<file path="config.mk">
export PLATFORM = sky130hd
export DESIGN_NAME = uart_core
export DESIGN_NICKNAME = d
export VERILOG_FILES = /design/src/hdl/uart_pkg.sv /design/src/hdl/static_delay.sv /design/src/hdl/uart_rx.sv /design/src/hdl/uart_tx.sv /design/src/hdl/rx_fifo.sv /design/src/hdl/uart_core.sv
export SDC_FILE = /design/constraint.sdc
export NUM_CORES = 1
export LEC_CHECK = 0
export BUFFER_PORTS_ARGS = -buffer_cell sky130_fd_sc_hd__buf_2
export CORE_MARGIN = 1.5
export CORE_UTILIZATION = 60
export DETAILED_ROUTE_END_ITERATION = 6
export PLACE_DENSITY = 0.78
export SETUP_SLACK_MARGIN = 0.3
export SYNTH_ARGS = -nofsm -noshare
export SYNTH_HDL_FRONTEND = slang
export SYNTH_SLANG_ARGS = --single-unit
export TNS_END_PERCENT = 20
</file>
<file path="constraint.sdc">
create_clock -name clk -period 5.35 [get_ports clk]
set_input_delay 0.8025 -clock clk [delete_from_list [all_inputs] [get_ports clk]]
set_output_delay 0.8025 -clock clk [all_outputs]
set_load 0.01 [all_outputs]
</file>
<file path="src/hdl/uart_pkg.sv">
// UART shared definitions
`default_nettype none

package uart_pkg;

	// --------------------------------------------------
	// line timing
	// --------------------------------------------------
	localparam int CLK_HZ        = 1_000_000;      // low clock keeps simulation short
	localparam int BAUD          = 100_000;
	localparam int BAUD_DIV      = CLK_HZ / BAUD;  // clocks per bit, 10
	localparam int BAUD_DIV_HALF = BAUD_DIV / 2;   // rx counts in half bits

	// receive buffer, power of two only
	localparam int FIFO_DEPTH = 8;

	// --------------------------------------------------
	// types
	// --------------------------------------------------
	typedef logic [7:0] uart_byte_t;   // one data byte
	typedef logic [15:0] baud_cnt_t;   // bit period counters

	// extra msb separates full from empty
	typedef logic [$clog2(FIFO_DEPTH):0] fifo_ptr_t;

	typedef enum logic [1:0] {
		TX_IDLE,   // line high, waiting for tx_start
		TX_START,  // start bit, line low
		TX_DATA,   // eight data bits lsb first
		TX_STOP    // one stop bit, line high
	} tx_state_e;

	// receiver result, done and err are one cycle strobes
	typedef struct packed {
		uart_byte_t data;  // valid while done is high
		logic       done;  // good stop bit
		logic       err;   // stop bit sampled low
	} rx_event_t;

endpackage

`default_nettype wire

</file>
<file path="src/hdl/static_delay.sv">
// Register delay line
`timescale 1ns/1ps
`default_nettype none

module static_delay #(
	parameter int LENGTH = 2,  // number of register stages
	parameter int WIDTH  = 1   // bits per stage
) (
	input  logic             clk,
	input  logic             nrst,
	input  logic [WIDTH-1:0] in,
	output logic [WIDTH-1:0] out
);

	// stage 0 takes the input, last stage drives out
	logic [LENGTH-1:0][WIDTH-1:0] stages;

	always_ff @(posedge clk) begin
		if (!nrst) begin
			stages <= '1;  // idle uart line reads high
		end else begin
			stages[0] <= in;
			for (int i = 1; i < LENGTH; i++) begin
				stages[i] <= stages[i-1];  // shift one stage per clock
			end
		end
	end

	// as rxd synchronizer the first stage may go metastable,
	// the second one gives it a full cycle to settle
	assign out = stages[LENGTH-1];

endmodule

`default_nettype wire

</file>
<file path="src/hdl/uart_rx.sv">
// UART receiver
`timescale 1ns/1ps
`default_nettype none

module uart_rx (
	input  logic                clk,
	input  logic                nrst,
	input  logic                rxd,      // asynchronous line input
	output logic                rx_busy,  // frame in progress
	output uart_pkg::rx_event_t rx_evt
);

	// --------------------------------------------------
	// synchronizer and start edge
	// --------------------------------------------------
	logic s_rxd;         // rxd after two flops
	logic rxd_prev;      // s_rxd one cycle older
	logic start_strobe;  // registered falling edge

	static_delay #(
		.LENGTH(2),
		.WIDTH (1)
	) u_sync (
		.clk (clk),
		.nrst(nrst),
		.in  (rxd),
		.out (s_rxd)
	);

	always_ff @(posedge clk) begin
		if (!nrst) begin
			rxd_prev     <= 1'b1;  // idle line is high
			start_strobe <= 1'b0;
		end else begin
			rxd_prev     <= s_rxd;
			start_strobe <= rxd_prev & ~s_rxd;  // high to low transition
		end
	end

	// --------------------------------------------------
	// sample timing and shift register
	// --------------------------------------------------
	uart_pkg::baud_cnt_t sample_cnt;  // counts down in half bit units
	uart_pkg::uart_byte_t rx_data;    // data bits with the msb entered last
	logic rx_marker;                  // bottom of the 9 bit shifter
	logic do_sample;

	// {rx_data, rx_marker} shifts right, a single 1 loaded at the top
	// walks down and reaches rx_marker after the eighth data bit
	assign do_sample = rx_busy && (sample_cnt == '0);

	always_ff @(posedge clk) begin
		if (!nrst) begin
			rx_busy    <= 1'b0;
			sample_cnt <= '0;
		end else if (!rx_busy) begin
			if (start_strobe) begin
				// 1.5 bits to the middle of data bit 0
				sample_cnt <= uart_pkg::baud_cnt_t'(uart_pkg::BAUD_DIV_HALF * 3 - 1);
				rx_busy    <= 1'b1;
			end
		end else begin
			if (sample_cnt == '0) begin
				// one full bit to the next middle
				sample_cnt <= uart_pkg::baud_cnt_t'(uart_pkg::BAUD_DIV_HALF * 2 - 1);
			end else begin
				sample_cnt <= sample_cnt - 1'b1;
			end
			if (do_sample && rx_marker) begin
				rx_busy <= 1'b0;  // stop bit sample ends the frame
			end
		end
	end

	// marker shifter loaded on the start strobe
	always_ff @(posedge clk) begin
		if (!rx_busy && start_strobe) begin
			{rx_data, rx_marker} <= 9'b1_0000_0000;  // marker at the top
		end else if (do_sample && !rx_marker) begin
			{rx_data, rx_marker} <= {s_rxd, rx_data};  // line bit in from the top
		end
	end

	// --------------------------------------------------
	// stop bit check
	// --------------------------------------------------
	// strobes coincide with busy falling
	assign rx_evt = '{
		data: rx_data,
		done: do_sample & rx_marker & s_rxd,
		err:  do_sample & rx_marker & ~s_rxd
	};

endmodule

`default_nettype wire

</file>
<file path="src/hdl/uart_tx.sv">
// UART transmitter
`timescale 1ns/1ps
`default_nettype none

module uart_tx (
	input  logic                 clk,
	input  logic                 nrst,
	input  uart_pkg::uart_byte_t tx_data,   // captured with tx_start
	input  logic                 tx_start,  // one cycle request
	output logic                 tx_busy,
	output logic                 txd        // serial out, idles high
);

	uart_pkg::tx_state_e state;
	uart_pkg::baud_cnt_t bit_cnt;    // cycles left in current bit
	logic [2:0] bit_idx;             // data bit being sent
	uart_pkg::uart_byte_t tx_shift;  // remaining data bits, lsb next
	logic bit_end;                   // last cycle of current bit

	assign bit_end = (bit_cnt == '0);
	assign tx_busy = (state != uart_pkg::TX_IDLE);  // requests ignored when high

	// --------------------------------------------------
	// state machine and line register
	// --------------------------------------------------
	always_ff @(posedge clk) begin
		if (!nrst) begin
			state   <= uart_pkg::TX_IDLE;
			bit_cnt <= '0;
			bit_idx <= '0;
			txd     <= 1'b1;
		end else begin
			case (state)
				uart_pkg::TX_IDLE: begin
					if (tx_start) begin
						state   <= uart_pkg::TX_START;
						txd     <= 1'b0;  // start bit on the accepting edge
						bit_cnt <= uart_pkg::baud_cnt_t'(uart_pkg::BAUD_DIV - 1);
					end
				end
				uart_pkg::TX_START: begin
					if (bit_end) begin
						state   <= uart_pkg::TX_DATA;
						txd     <= tx_shift[0];  // data bit 0
						bit_idx <= '0;
						bit_cnt <= uart_pkg::baud_cnt_t'(uart_pkg::BAUD_DIV - 1);
					end else begin
						bit_cnt <= bit_cnt - 1'b1;
					end
				end
				uart_pkg::TX_DATA: begin
					if (bit_end) begin
						bit_cnt <= uart_pkg::baud_cnt_t'(uart_pkg::BAUD_DIV - 1);
						if (bit_idx == 3'd7) begin
							state <= uart_pkg::TX_STOP;
							txd   <= 1'b1;  // stop bit
						end else begin
							bit_idx <= bit_idx + 1'b1;
							txd     <= tx_shift[1];  // next bit, shifter moves below
						end
					end else begin
						bit_cnt <= bit_cnt - 1'b1;
					end
				end
				uart_pkg::TX_STOP: begin
					if (bit_end) begin
						state <= uart_pkg::TX_IDLE;  // 10 bits, 100 clocks in total
					end else begin
						bit_cnt <= bit_cnt - 1'b1;
					end
				end
				default: begin
					state <= uart_pkg::TX_IDLE;
					txd   <= 1'b1;
				end
			endcase
		end
	end

	// --------------------------------------------------
	// data shifter
	// --------------------------------------------------
	always_ff @(posedge clk) begin
		if (state == uart_pkg::TX_IDLE && tx_start) begin
			tx_shift <= tx_data;  // capture in the accepting cycle
		end else if (state == uart_pkg::TX_DATA && bit_end) begin
			tx_shift <= {1'b0, tx_shift[7:1]};  // lsb first
		end
	end

endmodule

`default_nettype wire

</file>
<file path="src/hdl/rx_fifo.sv">
// Receive byte FIFO
`timescale 1ns/1ps
`default_nettype none

module rx_fifo (
	input  logic                 clk,
	input  logic                 nrst,
	input  uart_pkg::uart_byte_t wr_data,
	input  logic                 wr_en,     // receiver done strobe
	input  logic                 rd_en,     // pop oldest entry
	output uart_pkg::uart_byte_t rd_data,   // show ahead, oldest entry
	output logic                 rd_valid,  // not empty
	output logic                 overflow   // one cycle, byte dropped
);

	// --------------------------------------------------
	// storage and pointers
	// --------------------------------------------------
	uart_pkg::uart_byte_t mem [uart_pkg::FIFO_DEPTH];
	uart_pkg::fifo_ptr_t wr_ptr;
	uart_pkg::fifo_ptr_t rd_ptr;
	logic [$clog2(uart_pkg::FIFO_DEPTH)-1:0] wr_addr;  // pointer without wrap bit
	logic [$clog2(uart_pkg::FIFO_DEPTH)-1:0] rd_addr;
	logic empty;
	logic full;
	logic do_write;
	logic do_read;

	assign wr_addr = wr_ptr[$clog2(uart_pkg::FIFO_DEPTH)-1:0];
	assign rd_addr = rd_ptr[$clog2(uart_pkg::FIFO_DEPTH)-1:0];

	// same address, wrap bits equal means empty, different means full
	assign empty = (wr_ptr == rd_ptr);
	assign full  = (wr_addr == rd_addr) &&
	               (wr_ptr[$clog2(uart_pkg::FIFO_DEPTH)] != rd_ptr[$clog2(uart_pkg::FIFO_DEPTH)]);

	assign do_read  = rd_en && !empty;             // pop on empty is a no-op
	assign do_write = wr_en && (!full || do_read); // a pop frees the slot

	always_ff @(posedge clk) begin
		if (!nrst) begin
			wr_ptr   <= '0;
			rd_ptr   <= '0;
			overflow <= 1'b0;
		end else begin
			if (do_write) begin
				wr_ptr <= wr_ptr + 1'b1;
			end
			if (do_read) begin
				rd_ptr <= rd_ptr + 1'b1;
			end
			overflow <= wr_en && !do_write;  // line cannot be stalled, byte lost
		end
	end

	always_ff @(posedge clk) begin
		if (do_write) begin
			mem[wr_addr] <= wr_data;
		end
	end

	// --------------------------------------------------
	// read side
	// --------------------------------------------------
	assign rd_data  = mem[rd_addr];  // combinational read
	assign rd_valid = !empty;

endmodule

`default_nettype wire

</file>
<file path="src/hdl/uart_core.sv">
// UART core top level
`timescale 1ns/1ps
`default_nettype none

module uart_core (
	input  logic                 clk,
	input  logic                 nrst,
	// transmit host side
	input  uart_pkg::uart_byte_t tx_data,
	input  logic                 tx_start,
	output logic                 tx_busy,
	// serial line
	output logic                 txd,
	input  logic                 rxd,
	// receive host side
	output logic                 rx_busy,
	output logic                 rx_err,       // bad stop bit strobe
	output logic                 rx_overflow,  // byte dropped, fifo full
	input  logic                 rd_en,
	output uart_pkg::uart_byte_t rd_data,
	output logic                 rd_valid
);

	uart_pkg::rx_event_t rx_evt;  // receiver result bundle

	uart_tx u_tx (
		.clk     (clk),
		.nrst    (nrst),
		.tx_data (tx_data),
		.tx_start(tx_start),
		.tx_busy (tx_busy),
		.txd     (txd)
	);

	uart_rx u_rx (
		.clk    (clk),
		.nrst   (nrst),
		.rxd    (rxd),
		.rx_busy(rx_busy),
		.rx_evt (rx_evt)
	);

	// only good frames reach the fifo
	rx_fifo u_fifo (
		.clk     (clk),
		.nrst    (nrst),
		.wr_data (rx_evt.data),
		.wr_en   (rx_evt.done),
		.rd_en   (rd_en),
		.rd_data (rd_data),
		.rd_valid(rd_valid),
		.overflow(rx_overflow)
	);

	assign rx_err = rx_evt.err;  // framing error goes straight out

endmodule

`default_nettype wire

</file>
==> impl_metrics.env <==
export IMPL_synth_seq_cells=136
export IMPL_synth_top_cells_by_area="edfxtp_1 (36%), dfxtp_1 (21%), mux4_2 (6.0%)"
export IMPL_status="completed"
export IMPL_seqPwrFrac_pct=43.0
export IMPL_worstSetupEndpointType="primary output"
export IMPL_synth_async_sr_flop_share_pct=0
export IMPL_syn_to_final_growth_pct=13.5
export IMPL_synth_edf_count=72
export IMPL_synth_most_common_cell="edfxtp_1"
export IMPL_met2_usage_pct=40.0
export IMPL_cts_htree_levels=4
export IMPL_required_ps=4550
export IMPL_cts_buffer_depth=2
export IMPL_ir_worst_vdd_v=0.000284
export IMPL_hp_class="flip-flop to flip-flop"
export IMPL_rsz0062_at_grt="false"
export IMPL_grt_overflow_total=0
export IMPL_rr_startpoint="u_rx.sample_cnt[2]"
export IMPL_regToRegEndpoint="u_fifo.mem[7][0]"
export IMPL_skew_ps=15.1
export IMPL_fin_util_pct=70.0
export IMPL_post_cts_resized=0
export IMPL_power_density_nw_per_um2=454
export IMPL_cp_max_fo=11
export IMPL_cpPeakStageDelay_ps=790
export IMPL_reg2reg_depth=5
export IMPL_hold_viol=0
export IMPL_diodes=0
export IMPL_yosysWarnings=0
export IMPL_maxSlewViolCount=0
export IMPL_drt_wl_total_um=12000
export IMPL_nets=555
export IMPL_use_met1_pct=32.6
export IMPL_fillers=699
export IMPL_syn_inst=500
export IMPL_maxCapViolCount=0
export IMPL_min_period_ps=3770
export IMPL_crit_path_top_delay_cell="nor3_1"
export IMPL_post_route_period_util_pct=70.4
export IMPL_gp_congestion=0.821
export IMPL_vias_per_cell=5.98
export IMPL_yosys_area_top_type="edfxtp_1"
export IMPL_cp_start_kind="flip-flop"
export IMPL_grt_pass1_vias=3870
export IMPL_vias=4043
export IMPL_grt_pass1_wl_um=19300
export IMPL_finalPower_mw=3.09
export IMPL_hold_depth=1
export IMPL_clock_fmax_mhz=265
export IMPL_worst_slew_pin_transition_ps=1060
export IMPL_yosys_most_used_dff="edfxtp_1"
export IMPL_cts_setup_buffers=0
export IMPL_initial_utilization_pct=61.7
export IMPL_dieArea_um2=10600
export IMPL_seq_area_frac_synth_pct=57.4
export IMPL_avgSynthCellArea_um2=12.0
export IMPL_core_um2=9730
export IMPL_synth_area_um2=6000
export IMPL_std_cell_rows=36
export IMPL_portBuffers=26
export IMPL_dp_cells=644
export IMPL_critPathLaunch="u_rx.sample_cnt[2]"
export IMPL_switching_power_mw=1.01
export IMPL_dpl_hpwl_um=8230
export IMPL_cts_buffers=17
export IMPL_hold_ws_ps=431
export IMPL_clkPwrFrac_pct=34.5
export IMPL_ys_types=57
export IMPL_fp_dieW_um=103
export IMPL_reg2reg_slack_ps=1860
export IMPL_crit_type="flip-flop to primary output"
export IMPL_p_leak_nw=2.52
export IMPL_synth_top_area_share_pct=36.0
export IMPL_syn_num_nets=525
export IMPL_use_met3_pct=5.69
export IMPL_instances_no_fill=676
export IMPL_die_h_um=103
export IMPL_wl_per_cell_um=17.7
export IMPL_setup_tns_ps=0
export IMPL_grt_busiest_layer="met2"
export IMPL_ys_top_cells_by_count="edfxtp_1 (72), dfxtp_1 (64), nor2_1 (42)"
export IMPL_finalSetupViolCount=0
export IMPL_io_pins=27
export IMPL_gr_usage_all_layers_pct=24.7
export IMPL_cp_arrival_ps=2970
export IMPL_cts_tree="yes"
export IMPL_antenna_found_initial=0
export IMPL_drtIter0Drc=234
export IMPL_internal_power_mw=2.08
export IMPL_grt_max_degree=23
export IMPL_endpoint="rx_err"
export IMPL_crit_chain="or4_1, nor3_1, nand3_1, nor2_1, buf_2"
export IMPL_ant_nets=0
export IMPL_max_slew_margin_rel_pct=28.2
export IMPL_path_clk_slew_ps=60
export IMPL_first_pass_iters=4
export IMPL_clk_latency_ps=530
export IMPL_root_buffer="clkbuf_8"
export IMPL_clkSinkCount=136
export IMPL_drc=0
export IMPL_cts_hold_buffers=0
export IMPL_combPwrFrac_pct=22.5
export IMPL_p_sw_share_pct=32.6
export IMPL_drive_gt1_share_pct=20.6
## worst min-delay path by stage
stage,from,end,slack (ps)
6_report,u_rx.u_sync.stages[0],u_rx.u_sync.out,430
5_1_grt,u_rx.u_sync.stages[0],u_rx.u_sync.out,450
4_1_cts,u_rx.u_sync.stages[0],u_rx.u_sync.out,440
3_5_place_dp,u_rx.u_sync.stages[0],u_rx.u_sync.out,430
3_3_place_gp,u_rx.u_sync.stages[0],u_rx.u_sync.out,390
2_1_floorplan,u_rx.u_sync.stages[0],u_rx.u_sync.out,390
## power by group through the flow
stage / clock, mW / sequential [mW] / combinational (mW)
after floorplan: 0 / 1.31 / 0.569
after global placement: 0 / 1.34 / 0.665
after detailed placement: 0 / 1.35 / 0.689
after CTS: 1.08 / 1.32 / 0.694
after global routing: 1.12 / 1.34 / 0.769
final: 1.07 / 1.33 / 0.696
## sequential cells by signal, summed over array words and instances (netlist names), 2 cells and up, named ones only
register and flops:
u_tx.bit_idx 3, u_rx.rx_data 8, u_rx.sample_cnt 16, u_fifo.wr_ptr 4, u_tx.tx_shift 8, u_tx.bit_cnt 16
u_tx.state 2, u_fifo.rd_ptr 4, u_fifo.mem 64
## metrics by stage
| stage | setup WS [ps] | cell area [µm²] |
|---|---|---|
| floorplan | 2300 | 6000 |
| global placement | 1990 | 6260 |
| detailed placement | 1880 | 6260 |
| CTS | 1580 | 6810 |
| global route | 1440 | 6810 |
| finish | 1580 | 6810 |
## cell families after synthesis
logic type      after synthesis  synth area share (%)
fa+ha+maj                    12                  2.50
compound gates               78                  8.95
buf+inv                      39                  2.50
simple gates                182                  16.4
flops                       136                  57.4
mux                          43                  10.8
xor+xnor                     10                  1.46
## cell type report
type                       instances  area [µm²]  share of cell area (%)
tap                              133         166                    2.44
clock buffer                      17         414                    6.08
timing repair buffer              33         183                    2.68
multi-input combinational        325        2410                    35.3
sequential                       136        3440                    50.6
clock inverter                    15         131                    1.93
inverter                          17        63.8                   0.937
## per-layer routing
layer | vias to the layer above | part of all wire, %
li1 | 1957 | -
met1 | 1966 | 44
met2 | 110 | 50
met3 | 10 | 4.6
met4 | 0 | 1.1
met5 | - | 0
## layout by cell type, fill, tap and decap left out, types with 4 or more instances in the layout
cell type | netlist | final
nor3_1 | 9 | 9
and3_1 | 6 | 6
a31oi_1 | 7 | 7
o31ai_1 | 4 | 4
edfxtp_1 | 72 | 72
o211ai_1 | 6 | 6
inv_1 | 17 | 17
clkinvlp_4 | 0 | 4
mux2_2 | 15 | 15
ha_1 | 12 | 12
xor2_1 | 9 | 9
nand2b_1 | 12 | 12
nor2_1 | 42 | 42
clkbuf_16 | 0 | 16
nor4_1 | 12 | 12
dfxtp_1 | 64 | 64
nand4_1 | 5 | 5
o21ai_0 | 15 | 15
or3_1 | 6 | 6
mux4_2 | 16 | 16
mux2i_1 | 12 | 12
buf_2 | 2 | 26
inv_6 | 0 | 8
buf_4 | 0 | 7
a21oi_1 | 18 | 18
or4_1 | 9 | 9
nand3_1 | 23 | 23
nand2_1 | 38 | 38
## worst max-delay path: cells and delay by family (launching register included)
family / cells / cell delay (ps)
flip-flops: 1 / 360
buffers and inverters: 1 / 150
AND/OR/NAND/NOR: 4 / 1940
Note: power is estimated with default switching activity, not from simulation.
